`config.mk`:
```
export PLATFORM = sky130hd
export DESIGN_NAME = pe_array_top
export DESIGN_NICKNAME = d
export VERILOG_FILES = /design/src/design/pe_types_pkg.sv /design/src/design/pe_geom_pkg.sv /design/src/design/weight_buffer.sv /design/src/design/pe_cell.sv /design/src/design/pe_array.sv /design/src/design/pe_array_top.sv
export SDC_FILE = /design/constraint.sdc
export NUM_CORES = 2
export LEC_CHECK = 0
export BUFFER_PORTS_ARGS = -buffer_cell sky130_fd_sc_hd__clkbuf_2
export CELL_PAD_IN_SITES_DETAIL_PLACEMENT = 1
export CELL_PAD_IN_SITES_GLOBAL_PLACEMENT = 2
export CORE_UTILIZATION = 37
export CTS_CLUSTER_DIAMETER = 60
export CTS_CLUSTER_SIZE = 28
export DETAILED_ROUTE_END_ITERATION = 6
export GPL_TIMING_DRIVEN = 0
export PLACE_DENSITY_LB_ADDON = 0.1
export SETUP_SLACK_MARGIN = 0.5
export SLEW_MARGIN = 20
export SYNTH_ARGS = -nofsm -noshare
export SYNTH_HDL_FRONTEND = slang
export SYNTH_SLANG_ARGS = --single-unit
export TNS_END_PERCENT = 100
```
`constraint.sdc`:
```
create_clock -name clk -period 31 [get_ports clk]
set_input_delay 6.2 -clock clk [delete_from_list [all_inputs] [get_ports clk]]
set_output_delay 6.2 -clock clk [all_outputs]
set_load 0.005 [all_outputs]
```
`src/design/pe_types_pkg.sv`:
```
package pe_types_pkg;

    // operand widths
    localparam int VALUE_W = 8;
    localparam int COORD_W = 8;

    // full precision, no rounding or saturation
    localparam int PRODUCT_W = 2 * VALUE_W;

    // weight or feature value, two's complement
    typedef logic signed [VALUE_W-1:0] value_t;

    // row or column position
    // offsets reuse this type and wrap modulo 256
    typedef logic signed [COORD_W-1:0] coord_t;

    // value_t times value_t
    typedef logic signed [PRODUCT_W-1:0] product_t;

endpackage

```
`src/design/pe_geom_pkg.sv`:
```
package pe_geom_pkg;

    // weight slots held by the buffer
    localparam int NUM_WEIGHTS = 4;

    // features carried by one beat
    localparam int NUM_FEATURES = 4;

    // slot index width, at least one bit
    localparam int SLOT_W = (NUM_WEIGHTS > 1) ? $clog2(NUM_WEIGHTS) : 1;

    typedef logic [SLOT_W-1:0] slot_t;

endpackage

```
`src/design/weight_buffer.sv`:
```
`timescale 1ns/10ps

module weight_buffer #(
    parameter int NUM_WEIGHTS = pe_geom_pkg::NUM_WEIGHTS
) (
    input  logic                                    clk,
    input  logic                                    rst,

    input  logic                                    weight_valid,
    input  pe_types_pkg::value_t                    weight_value,
    input  pe_types_pkg::coord_t                    weight_row,
    input  pe_types_pkg::coord_t                    weight_col,

    output pe_types_pkg::value_t [NUM_WEIGHTS-1:0]  weight_value_q,
    output pe_types_pkg::coord_t [NUM_WEIGHTS-1:0]  weight_row_q,
    output pe_types_pkg::coord_t [NUM_WEIGHTS-1:0]  weight_col_q,
    output logic                                    weights_full
);

    localparam int SLOT_W = (NUM_WEIGHTS > 1) ? $clog2(NUM_WEIGHTS) : 1;
    localparam logic [SLOT_W-1:0] LAST_SLOT = SLOT_W'(NUM_WEIGHTS - 1);

    logic [SLOT_W-1:0] slot_q;
    logic              last_beat;

    // beat that lands in the highest slot
    assign last_beat = weight_valid && (slot_q == LAST_SLOT);

    // slot pointer wraps, fill flag is sticky
    always_ff @(posedge clk or posedge rst) begin
        if (rst) begin
            slot_q       <= '0;
            weights_full <= 1'b0;
        end else begin
            if (weight_valid) begin
                if (last_beat) begin
                    slot_q <= '0;
                end else begin
                    slot_q <= slot_q + 1'b1;
                end
            end
            if (last_beat) begin
                weights_full <= 1'b1;
            end
        end
    end

    // slot storage, written in wrap order
    always_ff @(posedge clk) begin
        if (weight_valid) begin
            weight_value_q[slot_q] <= weight_value;
            weight_row_q[slot_q]   <= weight_row;
            weight_col_q[slot_q]   <= weight_col;
        end
    end

endmodule

```
`src/design/pe_cell.sv`:
```
`timescale 1ns/10ps

module pe_cell (
    input  logic                    clk,
    input  logic                    rst,

    input  pe_types_pkg::value_t    w_value,
    input  pe_types_pkg::value_t    f_value,
    input  pe_types_pkg::coord_t    w_row,
    input  pe_types_pkg::coord_t    w_col,
    input  pe_types_pkg::coord_t    f_row,
    input  pe_types_pkg::coord_t    f_col,

    output pe_types_pkg::product_t  product,
    output pe_types_pkg::coord_t    row_offset,
    output pe_types_pkg::coord_t    col_offset
);

    pe_types_pkg::product_t product_d;
    pe_types_pkg::coord_t   row_d;
    pe_types_pkg::coord_t   col_d;

    always_comb begin
        // signed operands extend to the 16-bit result width
        product_d = w_value * f_value;
        // 8-bit result, overflow wraps
        row_d     = f_row - w_row;
        col_d     = f_col - w_col;
    end

    always_ff @(posedge clk or posedge rst) begin
        if (rst) begin
            product    <= '0;
            row_offset <= '0;
            col_offset <= '0;
        end else begin
            product    <= product_d;
            row_offset <= row_d;
            col_offset <= col_d;
        end
    end

endmodule

```
`src/design/pe_array.sv`:
```
`timescale 1ns/10ps

module pe_array #(
    parameter int NUM_WEIGHTS  = pe_geom_pkg::NUM_WEIGHTS,
    parameter int NUM_FEATURES = pe_geom_pkg::NUM_FEATURES
) (
    input  logic                                                        clk,
    input  logic                                                        rst,

    input  logic                                                        feature_valid,
    input  pe_types_pkg::value_t [NUM_FEATURES-1:0]                     feature_value,
    input  pe_types_pkg::coord_t [NUM_FEATURES-1:0]                     feature_row,
    input  pe_types_pkg::coord_t [NUM_FEATURES-1:0]                     feature_col,

    input  pe_types_pkg::value_t [NUM_WEIGHTS-1:0]                      weight_value_q,
    input  pe_types_pkg::coord_t [NUM_WEIGHTS-1:0]                      weight_row_q,
    input  pe_types_pkg::coord_t [NUM_WEIGHTS-1:0]                      weight_col_q,
    input  logic                                                        weights_full,

    output logic                                                        result_valid,
    output pe_types_pkg::product_t [NUM_WEIGHTS-1:0][NUM_FEATURES-1:0]  product,
    output pe_types_pkg::coord_t [NUM_WEIGHTS-1:0][NUM_FEATURES-1:0]    row_offset,
    output pe_types_pkg::coord_t [NUM_WEIGHTS-1:0][NUM_FEATURES-1:0]    col_offset
);

    logic accept;
    logic beat_valid_q;

    pe_types_pkg::value_t [NUM_FEATURES-1:0] feat_value_q;
    pe_types_pkg::coord_t [NUM_FEATURES-1:0] feat_row_q;
    pe_types_pkg::coord_t [NUM_FEATURES-1:0] feat_col_q;

    pe_types_pkg::value_t [NUM_WEIGHTS-1:0]  snap_value_q;
    pe_types_pkg::coord_t [NUM_WEIGHTS-1:0]  snap_row_q;
    pe_types_pkg::coord_t [NUM_WEIGHTS-1:0]  snap_col_q;

    // beats before the buffer fills are dropped
    assign accept = feature_valid && weights_full;

    // stage 1: capture beat and the weights it pairs with
    always_ff @(posedge clk or posedge rst) begin
        if (rst) begin
            beat_valid_q <= 1'b0;
            result_valid <= 1'b0;
            feat_value_q <= '0;
            feat_row_q   <= '0;
            feat_col_q   <= '0;
            snap_value_q <= '0;
            snap_row_q   <= '0;
            snap_col_q   <= '0;
        end else begin
            beat_valid_q <= accept;
            // follows the cell register stage
            result_valid <= beat_valid_q;
            if (accept) begin
                feat_value_q <= feature_value;
                feat_row_q   <= feature_row;
                feat_col_q   <= feature_col;
                snap_value_q <= weight_value_q;
                snap_row_q   <= weight_row_q;
                snap_col_q   <= weight_col_q;
            end
        end
    end

    // stage 2: outer product grid, weight i by feature j
    for (genvar i = 0; i < NUM_WEIGHTS; i++) begin : g_row
        for (genvar j = 0; j < NUM_FEATURES; j++) begin : g_col
            pe_cell pe_cell_i (
                .clk        (clk),
                .rst        (rst),
                .w_value    (snap_value_q[i]),
                .f_value    (feat_value_q[j]),
                .w_row      (snap_row_q[i]),
                .w_col      (snap_col_q[i]),
                .f_row      (feat_row_q[j]),
                .f_col      (feat_col_q[j]),
                .product    (product[i][j]),
                .row_offset (row_offset[i][j]),
                .col_offset (col_offset[i][j])
            );
        end
    end

endmodule

```
`src/design/pe_array_top.sv`:
```
`timescale 1ns/10ps

module pe_array_top #(
    parameter int NUM_WEIGHTS  = pe_geom_pkg::NUM_WEIGHTS,
    parameter int NUM_FEATURES = pe_geom_pkg::NUM_FEATURES
) (
    input  logic                                                        clk,
    input  logic                                                        rst,

    // weight load port, one weight per beat
    input  logic                                                        weight_valid,
    input  pe_types_pkg::value_t                                        weight_value,
    input  pe_types_pkg::coord_t                                        weight_row,
    input  pe_types_pkg::coord_t                                        weight_col,

    // feature stream, no back-pressure
    input  logic                                                        feature_valid,
    input  pe_types_pkg::value_t [NUM_FEATURES-1:0]                     feature_value,
    input  pe_types_pkg::coord_t [NUM_FEATURES-1:0]                     feature_row,
    input  pe_types_pkg::coord_t [NUM_FEATURES-1:0]                     feature_col,

    // indexed [weight][feature]
    output logic                                                        result_valid,
    output pe_types_pkg::product_t [NUM_WEIGHTS-1:0][NUM_FEATURES-1:0]  product,
    output pe_types_pkg::coord_t [NUM_WEIGHTS-1:0][NUM_FEATURES-1:0]    row_offset,
    output pe_types_pkg::coord_t [NUM_WEIGHTS-1:0][NUM_FEATURES-1:0]    col_offset
);

    pe_types_pkg::value_t [NUM_WEIGHTS-1:0] weight_value_q;
    pe_types_pkg::coord_t [NUM_WEIGHTS-1:0] weight_row_q;
    pe_types_pkg::coord_t [NUM_WEIGHTS-1:0] weight_col_q;
    logic                                   weights_full;

    weight_buffer #(
        .NUM_WEIGHTS    (NUM_WEIGHTS)
    ) weight_buffer_i (
        .clk            (clk),
        .rst            (rst),
        .weight_valid   (weight_valid),
        .weight_value   (weight_value),
        .weight_row     (weight_row),
        .weight_col     (weight_col),
        .weight_value_q (weight_value_q),
        .weight_row_q   (weight_row_q),
        .weight_col_q   (weight_col_q),
        .weights_full   (weights_full)
    );

    pe_array #(
        .NUM_WEIGHTS    (NUM_WEIGHTS),
        .NUM_FEATURES   (NUM_FEATURES)
    ) pe_array_i (
        .clk            (clk),
        .rst            (rst),
        .feature_valid  (feature_valid),
        .feature_value  (feature_value),
        .feature_row    (feature_row),
        .feature_col    (feature_col),
        .weight_value_q (weight_value_q),
        .weight_row_q   (weight_row_q),
        .weight_col_q   (weight_col_q),
        .weights_full   (weights_full),
        .result_valid   (result_valid),
        .product        (product),
        .row_offset     (row_offset),
        .col_offset     (col_offset)
    );

endmodule

```
==> metrics.md <==
| Metric | Value |
|---|---|
| Synth top area cells | fa_1 25%, dfrtp_1 25%, ha_1 12% |
| TritonCTS Sinks | 805 |
| Max H-tree Level | 3 |
| Final setup TNS | 0 ns |
| Largest net degree at the start of global routing | 108 |
| TritonCTS clock tree | done |
| Clock Path Buffers | 3 |
| Avg Vias per Cell | 4.96 |
| Post-synth top area share | 25.3% |
| Hold-fix buffers, CTS | 0 |
| Placed cells | 10.1k |
| Outcome | finished clean |
| Main synth FF type | dfrtp_1 |
| Root buffer cell | clkbuf_16 |
| Area of the die | 197,000 um^2 |
| Unrepaired setup endpoints after global routing | false |
| Skew final | 0.0477 ns |
| Synth unique cells | 65 |
| First-pass GRT wire length | 384,000 um |
| Grt met1 use | 37.7% |
| Fin nets | 9,383 |
| Commonest cells after routing, fill and taps aside | 1,436 x inv_1, 912 x fa_1, 709 x dfrtp_1 |
| Synthesized area | 72,200 um^2 |
| Met3 Track Usage GR | 5.39% |
| Number of global-route vias before repair | 55.1k |
| Relative slew slack | 12.5% |
| GR Util All Layers | 27.2% |
| Vias | 51.2k |
| Mapped Nets | 8,636 |
| Critical path class | in2reg |
| Fin Hold WS | 0.366 ns |
| DRT Pass-1 Iters | 5 |
| Post-CTS Repair Setup Buffers | 0 |
| Slew Viols, Final | 0 |
| Syn avg cell area | 10.4 um^2 |
| Reg clk slew, reported paths | 0.08 ns |
| Final instance area | 82,500 um^2 |
| Max FO, Critical Path | 10 |
| # IOs | 637 |
| Fmax achieved | 120 MHz |
| Num CTS Buffers | 90 |
| Met2 usage | 42.7% |
| Non-Filler Instances | 10.3k |
| Final Wtd Congestion | 0.900 |
| Initial antenna violation count | 73 |
| Resized cells post-CTS | 0 |
| Area after DPL | 79,100 um^2 |
| Min-Delay Path Class | reg2reg |
| Layout area overhead | 14.2% |
| Number of synthesized flops with an enable pin | 96 |
| Clk Latency, worst-skew pair | 0.76 ns |
| Routed length per placed instance | 25.6 um |
| Detail Placement HPWL | 213,000 um |
| Crit end category | register |
| Port bufs | 636 |
| Min Tclk post-route | 8.31 ns |
| Core Region | 193,000 um^2 |
| Drt total wl | 264,000 um |
| Crit start category | input port |
| Total of max-cap violations | 0 |
| Starting Density | 37.4% |
| Tcrit/Tclk final | 26.8% |
| Final Hold Viols | 0 |
| Die Span Y | 444 um |
| Row count | 161 |
| Least-Margin Pin Slew | 1.31 ns |
| Fraction of layout cells with a size suffix above 1 | 14.1% |
| Number of synthesis warnings | 0 |
| Final ANT Viol Nets | 0 |
| Worst endpoint data arrival time | 8.76 ns |
| Seq cells post-synth | 805 |
| Cells after Synth | 6,908 |
| Worst path required time | 31.45 ns |
| Starting DRT DRC Count | 3,399 |
| Final setup fails | 0 |
| Post-route DRC | 0 |
| Busiest grt layer | met2 |
| Commonest non-fill, non-tap cell in the layout | inv_1 |
| Synth area leader | fa_1 |
| Fraction of registers with async set/reset | 88.1% |
| Gr ovfl total | 0 |
| Sequential-to-total area share from yosys stat | 28.6% |
| DIE WIDTH | 444 um |
[worst paths after layout]
kind	from	to	slack, ns	cells after the start
max in group asynchronous	rst	pe_array_i.feat_row_q[17]	23.54	6
hold / removal	pe_array_i.beat_valid_q	pe_array_i.result_valid	0.37	0
hold reg to reg	pe_array_i.beat_valid_q	pe_array_i.result_valid	0.37	0
setup reg to reg	pe_array_i.feat_value_q[15]	pe_array_i.g_row[0].g_col[1].pe_cell_i.product[15]	24.78	14
min in group asynchronous	rst	pe_array_i.g_row[0].g_col[1].pe_cell_i.product[3]	5.44	2
setup / recovery	feature_valid	pe_array_i.feat_value_q[15]	22.69	6
[layout make-up]
class / count / area, um^2
plain buffers: 239 / 977
diodes: 47 / 118
well taps: 2526 / 3160
flip-flops and latches: 805 / 20600
clock inverters: 72 / 945
clock buffers: 97 / 2340
fillers: 21500 / 111000
repair buffers: 655 / 3640
inverters: 1438 / 5410
multi-input cells: 4426 / 45300
[worst max-delay path, cell delays in order]
cell and delay [ns]:
clkbuf_2 0.07, and2_1 0.11, clkbuf_1 0.51, clkbuf_1 0.42, clkbuf_1 0.89, o21ai_0 0.54
[cells in the mapped netlist, types with 18 or more instances]
cell type / instances
inv_1: 1437
nor2b_1: 212
a21oi_1: 158
ha_1: 692
and2_1: 665
a21boi_1: 24
dfrtp_1: 709
fa_1: 912
nand3_1: 24
nand2b_1: 73
buf_1: 22
xor2_1: 88
mux2_2: 140
edfxtp_1: 96
nor3_1: 56
o21ai_0: 229
nand2_1: 360
or3_1: 26
xnor2_1: 371
nor2_1: 129
or2_2: 18
clkbuf_1: 207
a21o_1: 70
[through the flow]
stage          utilization, %  worst slack, ns
6_report                 42.7            22.69
5_1_grt                  42.6            22.71
4_1_cts                  42.6            22.76
3_5_place_dp             40.9            21.97
3_3_place_gp             40.7            -4.22
2_1_floorplan               -             4.91
[layer usage]
layer  wire length, um  share of wire [%]
met1            115000                 44
met2            120000                 46
met3             19200                7.3
met4              9150                3.5
met5               297               0.11
[registers in the layout (all words and copies together) (netlist names)]
signal / cells
pe_array_i.g_row.g_col.pe_cell_i.col_offset: 128
weight_buffer_i.weight_value_q: 32
pe_array_i.snap_value_q: 32
pe_array_i.feat_row_q: 32
pe_array_i.result_valid: 1
weight_buffer_i.weight_row_q: 32
weight_buffer_i.weights_full: 1
pe_array_i.snap_col_q: 32
pe_array_i.beat_valid_q: 1
weight_buffer_i.slot_q: 2
pe_array_i.g_row.g_col.pe_cell_i.product: 256
pe_array_i.snap_row_q: 32
weight_buffer_i.weight_col_q: 32
pe_array_i.feat_value_q: 32
pe_array_i.g_row.g_col.pe_cell_i.row_offset: 128
pe_array_i.feat_col_q: 32
[cells by family (layout without fill, tap and decap cells)]
family / after synthesis / count (layout) / share of synthesized area (%)
XOR/XNOR: 459 / 459 / 5.57
other: 0 / 47 / 0
flip-flops: 805 / 805 / 28.6
multiplexers: 142 / 142 / 2.21
AO/OA/AOI/OAI: 608 / 608 / 5.36
buffers and inverters: 1677 / 2501 / 8.74
adder cells (fa/ha/maj): 1604 / 1604 / 37.3
AND/OR/NAND/NOR: 1613 / 1613 / 12.3
Power is not shown: default switching activity piles up to over one toggle a cycle in this logic, so the estimate is an artifact.
